**config.mk**
```make
export PLATFORM = sky130hd
export DESIGN_NAME = zdc_top
export DESIGN_NICKNAME = d
export VERILOG_FILES = /design/src/hdl/zdc_pkg.sv /design/src/hdl/rd_port_if.sv /design/src/hdl/zdc_top.sv /design/src/hdl/decomp_mngr.sv /design/src/hdl/nibble_expander.sv /design/src/hdl/line_fifo.sv
export SDC_FILE = /design/constraint.sdc
export NUM_CORES = 2
export LEC_CHECK = 0
export BUFFER_PORTS_ARGS = -buffer_cell sky130_fd_sc_hd__buf_4
export CAP_MARGIN = 20
export CELL_PAD_IN_SITES_DETAIL_PLACEMENT = 0
export CELL_PAD_IN_SITES_GLOBAL_PLACEMENT = 1
export CORE_UTILIZATION = 48
export DETAILED_ROUTE_END_ITERATION = 7
export PLACE_DENSITY = 0.73
export SLEW_MARGIN = 20
export SYNTH_ARGS = -nofsm -noshare
export SYNTH_HDL_FRONTEND = slang
export SYNTH_HIERARCHICAL = 1
export SYNTH_SLANG_ARGS = --single-unit
```
**constraint.sdc**
```tcl
create_clock -name clk_i -period 11.9 [get_ports clk_i]
set_input_delay 0.595 -clock clk_i [delete_from_list [all_inputs] [get_ports clk_i]]
set_output_delay 0.595 -clock clk_i [all_outputs]
set_load 0.1 [all_outputs]
```
**src/hdl/zdc_pkg.sv**
```systemverilog
// 24-bit byte addresses and 128-bit lines. Records hold four slots and class 3 is the largest
`default_nettype none

package zdc_pkg;

	typedef logic [23:0]  addr_t;
	typedef logic [127:0] line_t;
	typedef logic [127:0] xline_t;  // one nibble per byte
	typedef logic [1:0]   size_cls_t;
	typedef logic [3:0]   pg_vld_t;

	typedef enum logic [3:0] {
		IDLE,
		REQ_HDR,
		WAIT_HDR,
		CLEAR_SLOT,
		FLUSH,
		BURST,
		WAIT_EXPAND,
		PUSH_FREE,
		DONE,
		BUS_ERROR
	} mngr_state_t;

	// metadata record layout
	localparam int PTR_LSB   = 0;   // own address in an iWay, next hop otherwise
	localparam int SIZE_LSB  = 24;
	localparam int VLD_LSB   = 26;
	localparam int SLOT_LSB  = 30;  // slot k starts at SLOT_LSB + SLOT_W*k
	localparam int SLOT_W    = 12;
	localparam int NUM_SLOTS = $bits(pg_vld_t);

	localparam int MAX_HOPS = 4;    // pointer follows allowed before the iWay

	// one 16-byte line per 16 bytes of compressed page
	function automatic logic [7:0] CLS_LINES(input size_cls_t cls);
		logic [7:0] n;
		case (cls)
			2'd0:    n = 8'd16;   // 256 B
			2'd1:    n = 8'd32;
			2'd2:    n = 8'd64;
			default: n = 8'd128;  // 2 KB
		endcase
		return n;
	endfunction

endpackage

`default_nettype wire
```
**src/hdl/rd_port_if.sv**
```systemverilog
// Single-beat reads with one outstanding request. A nonzero r_resp marks a bus error
`timescale 1ns/1ps
`default_nettype none

interface rd_port_if
	import zdc_pkg::*;
();
	logic       ar_valid;
	addr_t      ar_addr;
	logic       ar_ready;
	logic       r_valid;   // one pulse per request
	line_t      r_data;
	logic [1:0] r_resp;

	modport mngr (
		output ar_valid, ar_addr,
		input  ar_ready, r_valid, r_data, r_resp
	);

	modport top (
		input  ar_valid, ar_addr,
		output ar_ready, r_valid, r_data, r_resp
	);

endinterface

`default_nettype wire

```
**src/hdl/zdc_top.sv**
```systemverilog
// FIFO_DEPTH must be a power of two. out_valid cannot be stalled and error needs a reset to clear
`timescale 1ns/1ps
`default_nettype none

module zdc_top
	import zdc_pkg::*;
#(
	parameter int FIFO_DEPTH = 16
) (
	input  wire        clk_i,
	input  wire        rst_ni,
	input  wire        trigger,
	input  wire addr_t cpage_addr,
	output logic       ar_valid,
	output addr_t      ar_addr,
	input  wire        ar_ready,
	input  wire        r_valid,
	input  wire line_t r_data,
	input  wire [1:0]  r_resp,
	output logic       md_wr_valid,
	output addr_t      md_wr_addr,
	output line_t      md_wr_data,
	output logic       out_valid,
	output xline_t     out_data,
	output logic       free_push,
	output addr_t      free_ptr,
	output size_cls_t  free_cls,
	output logic       done,
	output logic       error
);

	localparam int CNT_W = $clog2(FIFO_DEPTH + 1);

	logic             fifo_push;
	logic             fifo_flush;
	logic             fifo_pop;
	logic             fifo_empty;
	line_t            fifo_wdata;
	line_t            fifo_rdata;
	logic [CNT_W-1:0] fifo_count;
	logic             exp_start;
	logic             exp_done;
	logic [7:0]       exp_lines;

	rd_port_if rd ();

	assign ar_valid    = rd.ar_valid;
	assign ar_addr     = rd.ar_addr;
	assign rd.ar_ready = ar_ready;
	assign rd.r_valid  = r_valid;
	assign rd.r_data   = r_data;
	assign rd.r_resp   = r_resp;

	decomp_mngr #(.FIFO_DEPTH(FIFO_DEPTH)) u_mngr (
		.clk_i, .rst_ni, .trigger, .cpage_addr,
		.rd         (rd.mngr),
		.fifo_push, .fifo_wdata, .fifo_flush, .fifo_count,
		.exp_start, .exp_lines, .exp_done,
		.md_wr_valid, .md_wr_addr, .md_wr_data,
		.free_push, .free_ptr, .free_cls,
		.done, .error
	);

	line_fifo #(.FIFO_DEPTH(FIFO_DEPTH)) u_fifo (
		.clk_i, .rst_ni,
		.push  (fifo_push),
		.wdata (fifo_wdata),
		.pop   (fifo_pop),
		.rdata (fifo_rdata),
		.flush (fifo_flush),
		.full  (),  // burst throttles on count
		.empty (fifo_empty),
		.count (fifo_count)
	);

	nibble_expander u_expander (
		.clk_i, .rst_ni,
		.start (exp_start),
		.lines (exp_lines),
		.done  (exp_done),
		.pop   (fifo_pop),
		.rdata (fifo_rdata),
		.empty (fifo_empty),
		.out_valid, .out_data
	);

endmodule

`default_nettype wire

```
**src/hdl/decomp_mngr.sv**
```systemverilog
// Responses must lag their request by a cycle or more. cpage_addr is sampled on trigger
`timescale 1ns/1ps
`default_nettype none

module decomp_mngr
	import zdc_pkg::*;
#(
	parameter  int FIFO_DEPTH = 16,
	localparam int CNT_W      = $clog2(FIFO_DEPTH + 1)
) (
	input  wire              clk_i,
	input  wire              rst_ni,
	input  wire              trigger,
	input  wire addr_t       cpage_addr,
	rd_port_if.mngr          rd,
	output logic             fifo_push,
	output line_t            fifo_wdata,
	output logic             fifo_flush,
	input  wire [CNT_W-1:0]  fifo_count,
	output logic             exp_start,
	output logic [7:0]       exp_lines,
	input  wire              exp_done,
	output logic             md_wr_valid,
	output addr_t            md_wr_addr,
	output line_t            md_wr_data,
	output logic             free_push,
	output addr_t            free_ptr,
	output size_cls_t        free_cls,
	output logic             done,
	output logic             error
);

	localparam int HOP_W = $clog2(MAX_HOPS + 2);

	mngr_state_t      state;
	mngr_state_t      state_n;
	logic [HOP_W-1:0] hops;
	logic [7:0]       req_cnt;  // burst reads issued
	logic [7:0]       rsp_cnt;  // burst lines pushed
	logic             rd_busy;
	addr_t            cpage_q;
	addr_t            hdr_addr_q;  // record being read and finally the iWay address
	line_t            rec_q;       // iWay as read before the slot is cleared
	logic [7:0]       n_lines;
	logic             zspg_full;
	logic             is_iway;
	logic             rd_ok;
	logic             ar_fire;
	logic             burst_go;
	addr_t            burst_addr;

	assign rd_ok     = rd.r_valid && (rd.r_resp == 2'b00);
	assign ar_fire   = rd.ar_valid && rd.ar_ready;
	assign is_iway   = (rd.r_data[PTR_LSB +: $bits(addr_t)] == hdr_addr_q);
	assign n_lines   = CLS_LINES(rec_q[SIZE_LSB +: $bits(size_cls_t)]);
	assign zspg_full = &rec_q[VLD_LSB +: NUM_SLOTS];

	// at most one read in flight and only if its line fits in the FIFO
	assign burst_go   = (state == BURST) && !rd_busy && (req_cnt != n_lines) &&
	                    (fifo_count < CNT_W'(FIFO_DEPTH));
	assign burst_addr = cpage_q + {12'd0, req_cnt, 4'd0};

	assign rd.ar_valid = (state == REQ_HDR) || burst_go;
	assign rd.ar_addr  = (state == BURST) ? burst_addr : hdr_addr_q;

	assign fifo_push  = (state == BURST) && rd_ok;
	assign fifo_wdata = rd.r_data;
	assign fifo_flush = (state == FLUSH);
	assign exp_start  = (state == FLUSH);  // expander drains while the burst runs
	assign exp_lines  = n_lines;

	assign md_wr_valid = (state == CLEAR_SLOT);
	assign md_wr_addr  = hdr_addr_q;
	assign free_push   = (state == PUSH_FREE);
	assign free_ptr    = rec_q[PTR_LSB +: $bits(addr_t)];
	assign free_cls    = rec_q[SIZE_LSB +: $bits(size_cls_t)];
	assign done        = (state == DONE);
	assign error       = (state == BUS_ERROR);  // held until reset

	// invalidate the first slot holding this page
	always_comb begin : clear_slot
		logic hit;
		md_wr_data = rec_q;
		hit        = 1'b0;
		for (int k = 0; k < NUM_SLOTS; k++) begin
			if (!hit && rec_q[SLOT_LSB + SLOT_W*k +: SLOT_W] == cpage_q[SLOT_W-1:0]) begin
				md_wr_data[VLD_LSB + k] = 1'b0;
				hit = 1'b1;
			end
		end
	end

	always_comb begin
		state_n = state;
		case (state)
			IDLE: begin
				if (trigger)
					state_n = REQ_HDR;
			end
			REQ_HDR: begin
				if (ar_fire)
					state_n = WAIT_HDR;
			end
			WAIT_HDR: begin
				if (rd.r_valid) begin
					if (rd.r_resp != 2'b00)
						state_n = BUS_ERROR;
					else if (is_iway)
						state_n = CLEAR_SLOT;
					else if (hops == HOP_W'(MAX_HOPS))
						state_n = BUS_ERROR;  // chain too long
					else
						state_n = REQ_HDR;
				end
			end
			CLEAR_SLOT: state_n = FLUSH;
			FLUSH:      state_n = BURST;
			BURST: begin
				if (rd.r_valid) begin
					if (rd.r_resp != 2'b00)
						state_n = BUS_ERROR;
					else if (rsp_cnt == n_lines - 8'd1)
						state_n = WAIT_EXPAND;
				end
			end
			WAIT_EXPAND: begin
				if (exp_done)
					state_n = zspg_full ? PUSH_FREE : DONE;
			end
			PUSH_FREE: state_n = DONE;
			DONE:      state_n = IDLE;
			BUS_ERROR: state_n = BUS_ERROR;
			default:   state_n = IDLE;
		endcase
	end

	always_ff @(posedge clk_i or negedge rst_ni) begin
		if (!rst_ni) begin
			state   <= IDLE;
			hops    <= '0;
			req_cnt <= '0;
			rsp_cnt <= '0;
			rd_busy <= 1'b0;
		end else begin
			state <= state_n;
			if (state == IDLE)
				hops <= '0;
			else if (state == WAIT_HDR && rd_ok && !is_iway)
				hops <= hops + 1'b1;
			if (state == FLUSH) begin
				req_cnt <= '0;
				rsp_cnt <= '0;
				rd_busy <= 1'b0;
			end else begin
				if (ar_fire && state == BURST) begin
					req_cnt <= req_cnt + 8'd1;
					rd_busy <= 1'b1;
				end
				if (fifo_push) begin
					rsp_cnt <= rsp_cnt + 8'd1;
					rd_busy <= 1'b0;
				end
			end
		end
	end

	always_ff @(posedge clk_i) begin
		if (state == IDLE && trigger) begin
			cpage_q    <= cpage_addr;
			hdr_addr_q <= {cpage_addr[23:12], 12'h000};  // 4 KB aligned
		end else if (state == WAIT_HDR && rd_ok) begin
			if (is_iway)
				rec_q <= rd.r_data;
			else
				hdr_addr_q <= rd.r_data[PTR_LSB +: $bits(addr_t)];
		end
	end

endmodule

`default_nettype wire

```
**src/hdl/nibble_expander.sv**
```systemverilog
// Expects lines to be at least 1 and the FIFO to be fed only by the page it was started for
`timescale 1ns/1ps
`default_nettype none

module nibble_expander
	import zdc_pkg::*;
(
	input  wire        clk_i,
	input  wire        rst_ni,
	input  wire        start,
	input  wire [7:0]  lines,
	output logic       done,
	output logic       pop,
	input  wire line_t rdata,
	input  wire        empty,
	output logic       out_valid,
	output xline_t     out_data
);

	typedef enum logic [2:0] {X_IDLE, X_WAIT, X_LO, X_HI, X_FIN} xp_state_t;

	xp_state_t   state;
	logic [7:0]  lines_left;
	logic [63:0] hi_q;  // upper 8 bytes wait for the second output line

	// each byte becomes two bytes, low nibble first
	function automatic xline_t expand(input logic [63:0] b);
		xline_t x;
		for (int i = 0; i < 8; i++) begin
			x[16*i +: 8]     = {4'h0, b[8*i +: 4]};
			x[16*i + 8 +: 8] = {4'h0, b[8*i + 4 +: 4]};
		end
		return x;
	endfunction

	always_ff @(posedge clk_i or negedge rst_ni) begin
		if (!rst_ni) begin
			state      <= X_IDLE;
			lines_left <= '0;
			pop        <= 1'b0;
			done       <= 1'b0;
			out_valid  <= 1'b0;
		end else begin
			pop       <= 1'b0;
			done      <= 1'b0;
			out_valid <= 1'b0;
			case (state)
				X_IDLE: begin
					if (start) begin
						lines_left <= lines;
						state      <= X_WAIT;
					end
				end
				X_WAIT: begin
					if (!empty) begin
						pop   <= 1'b1;  // rdata is valid while pop is high
						state <= X_LO;
					end
				end
				X_LO: begin
					out_valid <= 1'b1;
					state     <= X_HI;
				end
				X_HI: begin
					out_valid  <= 1'b1;
					lines_left <= lines_left - 8'd1;
					state      <= (lines_left == 8'd1) ? X_FIN : X_WAIT;
				end
				X_FIN: begin
					done  <= 1'b1;  // high half of the last line is out now
					state <= X_IDLE;
				end
				default: state <= X_IDLE;
			endcase
		end
	end

	always_ff @(posedge clk_i) begin
		if (state == X_LO) begin
			out_data <= expand(rdata[63:0]);
			hi_q     <= rdata[127:64];
		end else if (state == X_HI) begin
			out_data <= expand(hi_q);
		end
	end

endmodule

`default_nettype wire

```
**src/hdl/line_fifo.sv**
```systemverilog
// FIFO_DEPTH must be a power of two and at least 2. A push while full or a pop while empty is ignored
`timescale 1ns/1ps
`default_nettype none

module line_fifo
	import zdc_pkg::*;
#(
	parameter  int FIFO_DEPTH = 16,
	localparam int PTR_W      = $clog2(FIFO_DEPTH),
	localparam int CNT_W      = $clog2(FIFO_DEPTH + 1)
) (
	input  wire             clk_i,
	input  wire             rst_ni,
	input  wire             push,
	input  wire line_t      wdata,
	input  wire             pop,
	output line_t           rdata,
	input  wire             flush,
	output logic            full,
	output logic            empty,
	output logic [CNT_W-1:0] count
);

	line_t            mem [FIFO_DEPTH];
	logic [PTR_W-1:0] wr_ptr;
	logic [PTR_W-1:0] rd_ptr;
	logic             do_push;
	logic             do_pop;

	assign full    = (count == CNT_W'(FIFO_DEPTH));
	assign empty   = (count == '0);
	assign do_push = push && !full && !flush;
	assign do_pop  = pop && !empty && !flush;
	assign rdata   = mem[rd_ptr];  // show-ahead

	always_ff @(posedge clk_i or negedge rst_ni) begin
		if (!rst_ni) begin
			wr_ptr <= '0;
			rd_ptr <= '0;
			count  <= '0;
		end else if (flush) begin
			wr_ptr <= '0;
			rd_ptr <= '0;
			count  <= '0;
		end else begin
			if (do_push)
				wr_ptr <= wr_ptr + 1'b1;  // wraps at depth
			if (do_pop)
				rd_ptr <= rd_ptr + 1'b1;
			count <= count + CNT_W'(do_push) - CNT_W'(do_pop);
		end
	end

	always_ff @(posedge clk_i) begin
		if (do_push)
			mem[wr_ptr] <= wdata;
	end

endmodule

`default_nettype wire

```
==> results.md <==
* Dpl ws at 6.690 ns
* F_max at 190.6 MHz
* Initial DRC count at 4635
* # DRC at 0
* Clk root buf: clkbuf_16
* Crit share post-route at 44.09%
* Initial Util at 48.47%
* Clk_lat worst skew at 0.88 ns
* Int Pwr at 16.37 mW
* Synth Cell Area at 0.09598 sq mm
* All-layer global routing usage at 24.12%
* Leakage at 36.13 nW
* Core area at 0.1980 sq mm
* Port bufs at 430
* Crit path max-delay family: buffers and inverters
* Status: complete, no violations
* Clock slew at reported path FFs at 0.06 ns
* Total Neg Setup Slack at 0 ns
* Flop2flop setup slack at 6.65 ns
* CP peak stage delay at 0.96 ns
* Vias in the first global route at 48210
* Crit-path cells: buf_4 -> and2_4 -> buf_12 -> buf_4 -> a221oi_1 -> o21ai_0 -> nand2_1 -> mux2_1
* Worst hold path type: input pin to register
* CP Launch Type: register
* Critical path type: register to register
* Vias per cell at 5.925
* Slowest stage cell, crit path: buf_4
* First-pass DRT Iterations at 5
* GPL Wtd Cong at 0.8444
* Die width at 449.2 um
* Tmin final at 5.246 ns
* Total power at 24.37 mW
* First-pass GRT wire length at 351000 um
* Crit-path max FO at 155
* Yosys warns at 6
* Final Hold Vio Count at 0
* RSZ-0062 raised after global routing: false
* Syn_area_per_cell at 18.82 sq um
* Cell area power density at 225.7 mW/mm^2
* Crit end category: register
* CP arrival at 5.88 ns
* Post-synthesis cell count at 5099
* Slew headroom at 20.84%
* Slew Viols, Final at 0
* Most frequent cells in the layout: edfxtp_1, mux2i_1, buf_4
* Sw Ratio at 32.83%
* VDD IR-drop max at 0.0002468 V
* Total gr overflow at 0
* Share of cells above drive strength 1 at 21.64%
* Fin Clk Skew at 0.03675 ns
* H-tree Lvls at 4
* Power share of the clock group at 30.3%
* Antenna violations before repair at 21
* Worst path bufs/invs at 3
* Register share of total power at 41.9%
* Crit path top cell by count: buf_4
* Avg WL per Cell at 29.92 um
* Max cap viols at 0
* Switch Pwr at 8.001 mW
* Clock sinks at 2403
* Final Worst Setup Slack at 6.654 ns
* Area grow syn2layout at 12.50%
* # Post-CTS Setup Buffers at 0
* Post_cts resized at 0
* Detailed-route wire length at 246100 um
* Combinational power share at 27.8%
* Setup violations, final at 0
* HPWL after DPL at 136700 um
* CTS tree: built
* Final ANT Viol Nets at 0
* # IOs at 495
* Clock buffer depth at 3
* Most common cell after layout, fill and taps aside: edfxtp_1
* Crit path required time at 12.54 ns
* Worst-margin pin slew at 1.187 ns
* Die Y at 449.2 um
* Largest net degree at the start of global routing at 156
* Via Count at 48740
* Nets@finish at 5565
* Inserted Clock Buffers at 235
* Row count at 163
* Die Area at 0.2018 sq mm
## path summary, 6_finish.rpt
path / from / endpoint / depth (start not counted)
hold reg to reg: u_expander/hi_q[53]$_DFFE_PP_ / u_expander/out_data[105]$_DFFE_PP_ / 1
min in group asynchronous: rst_ni / u_expander/out_valid$_DFF_PN0_ / 2
setup reg to reg: u_fifo/rd_ptr[2]$_DFFE_PN0P_ / u_expander/out_data[80]$_DFFE_PP_ / 8
setup / recovery: u_fifo/rd_ptr[2]$_DFFE_PN0P_ / u_expander/out_data[80]$_DFFE_PP_ / 8
hold / removal: r_data[61] / u_mngr/rec_q[61]$_DFFE_PP_ / 1
max in group asynchronous: rst_ni / u_fifo/rd_ptr[2]$_DFFE_PN0P_ / 2
## power by group through the flow
stage	Sequential, mW	Combinational, mW	Clock [mW]
CTS	10.2	6.82	7.50
finish	10.2	6.78	7.38
global route	10.2	7.19	7.82
floorplan	11.0	4.46	0
global placement	10.4	6.73	0
detailed placement	10.4	6.78	0
## layout make-up
| type | instances | area, sq um |
|---|---|---|
| antenna | 3 | 7.507 |
| clock buffer | 286 | 6072 |
| clock inverter | 156 | 1628 |
| fill | 15150 | 90050 |
| inverter | 28 | 110.1 |
| multi-input combinational | 2127 | 20350 |
| sequential | 2403 | 71800 |
| tap | 2640 | 3303 |
| timing repair buffer | 583 | 4707 |
## worst reg2reg max path, delay by kind of cell (launching register included)
kind            cells  cell delay [ns]
buf+inv             3             2.92
mux                 1             0.30
compound gates      2             0.51
flops               1             0.56
simple gates        2             0.73
## stage by stage
step                      util [%]  cell area, sq um  hold WS [ns]  std cells
after CTS                    54.52            108000     0.0004161       8223
after global routing         54.52            108000       0.01957       8224
after global placement       50.27             99540        0.4967       7709
after detailed placement     50.27             99550        0.5385       7709
after floorplan                  -             96230        0.2994       5165
final                        54.53            108000       0.04058       8226
## what timing repair did
item / CTS / global route
hold buffers: 72 / 0
endpoints found under the hold margin: 719 / 0
endpoints found under the setup margin: 0 / 0
## state kept, by name, summed over array words and instances (netlist names)
register               count
u_fifo/mem              2048
u_mngr/rec_q             128
u_expander/hi_q           64
u_expander/out_data       64
u_mngr/cpage_q            24
u_mngr/md_wr_addr         24
u_expander/lines_left      8
u_mngr/req_cnt             8
u_mngr/rsp_cnt             8
u_fifo/count               5
u_fifo/rd_ptr              4
u_fifo/wr_ptr              4
u_mngr/state               4
u_expander/state           3
u_mngr/hops                3
u_expander/done            1
u_expander/out_valid       1
u_expander/pop             1
u_mngr/rd_busy             1
## metal layers
| layer | global-route usage, % | vias to the layer above | wire length, um | share of wire, % |
|---|---|---|---|---|
| li1 | - | 20810 | - | - |
| met1 | 32.05 | 25720 | 99030 | 40 |
| met2 | 40.25 | 1867 | 122100 | 50 |
| met3 | 3.334 | 337 | 14830 | 6.0 |
| met4 | 9.626 | 6 | 10170 | 4.1 |
| met5 | 0 | - | 42 | 0.017 |
No activity file was read; power rests on OpenSTA's default activity.
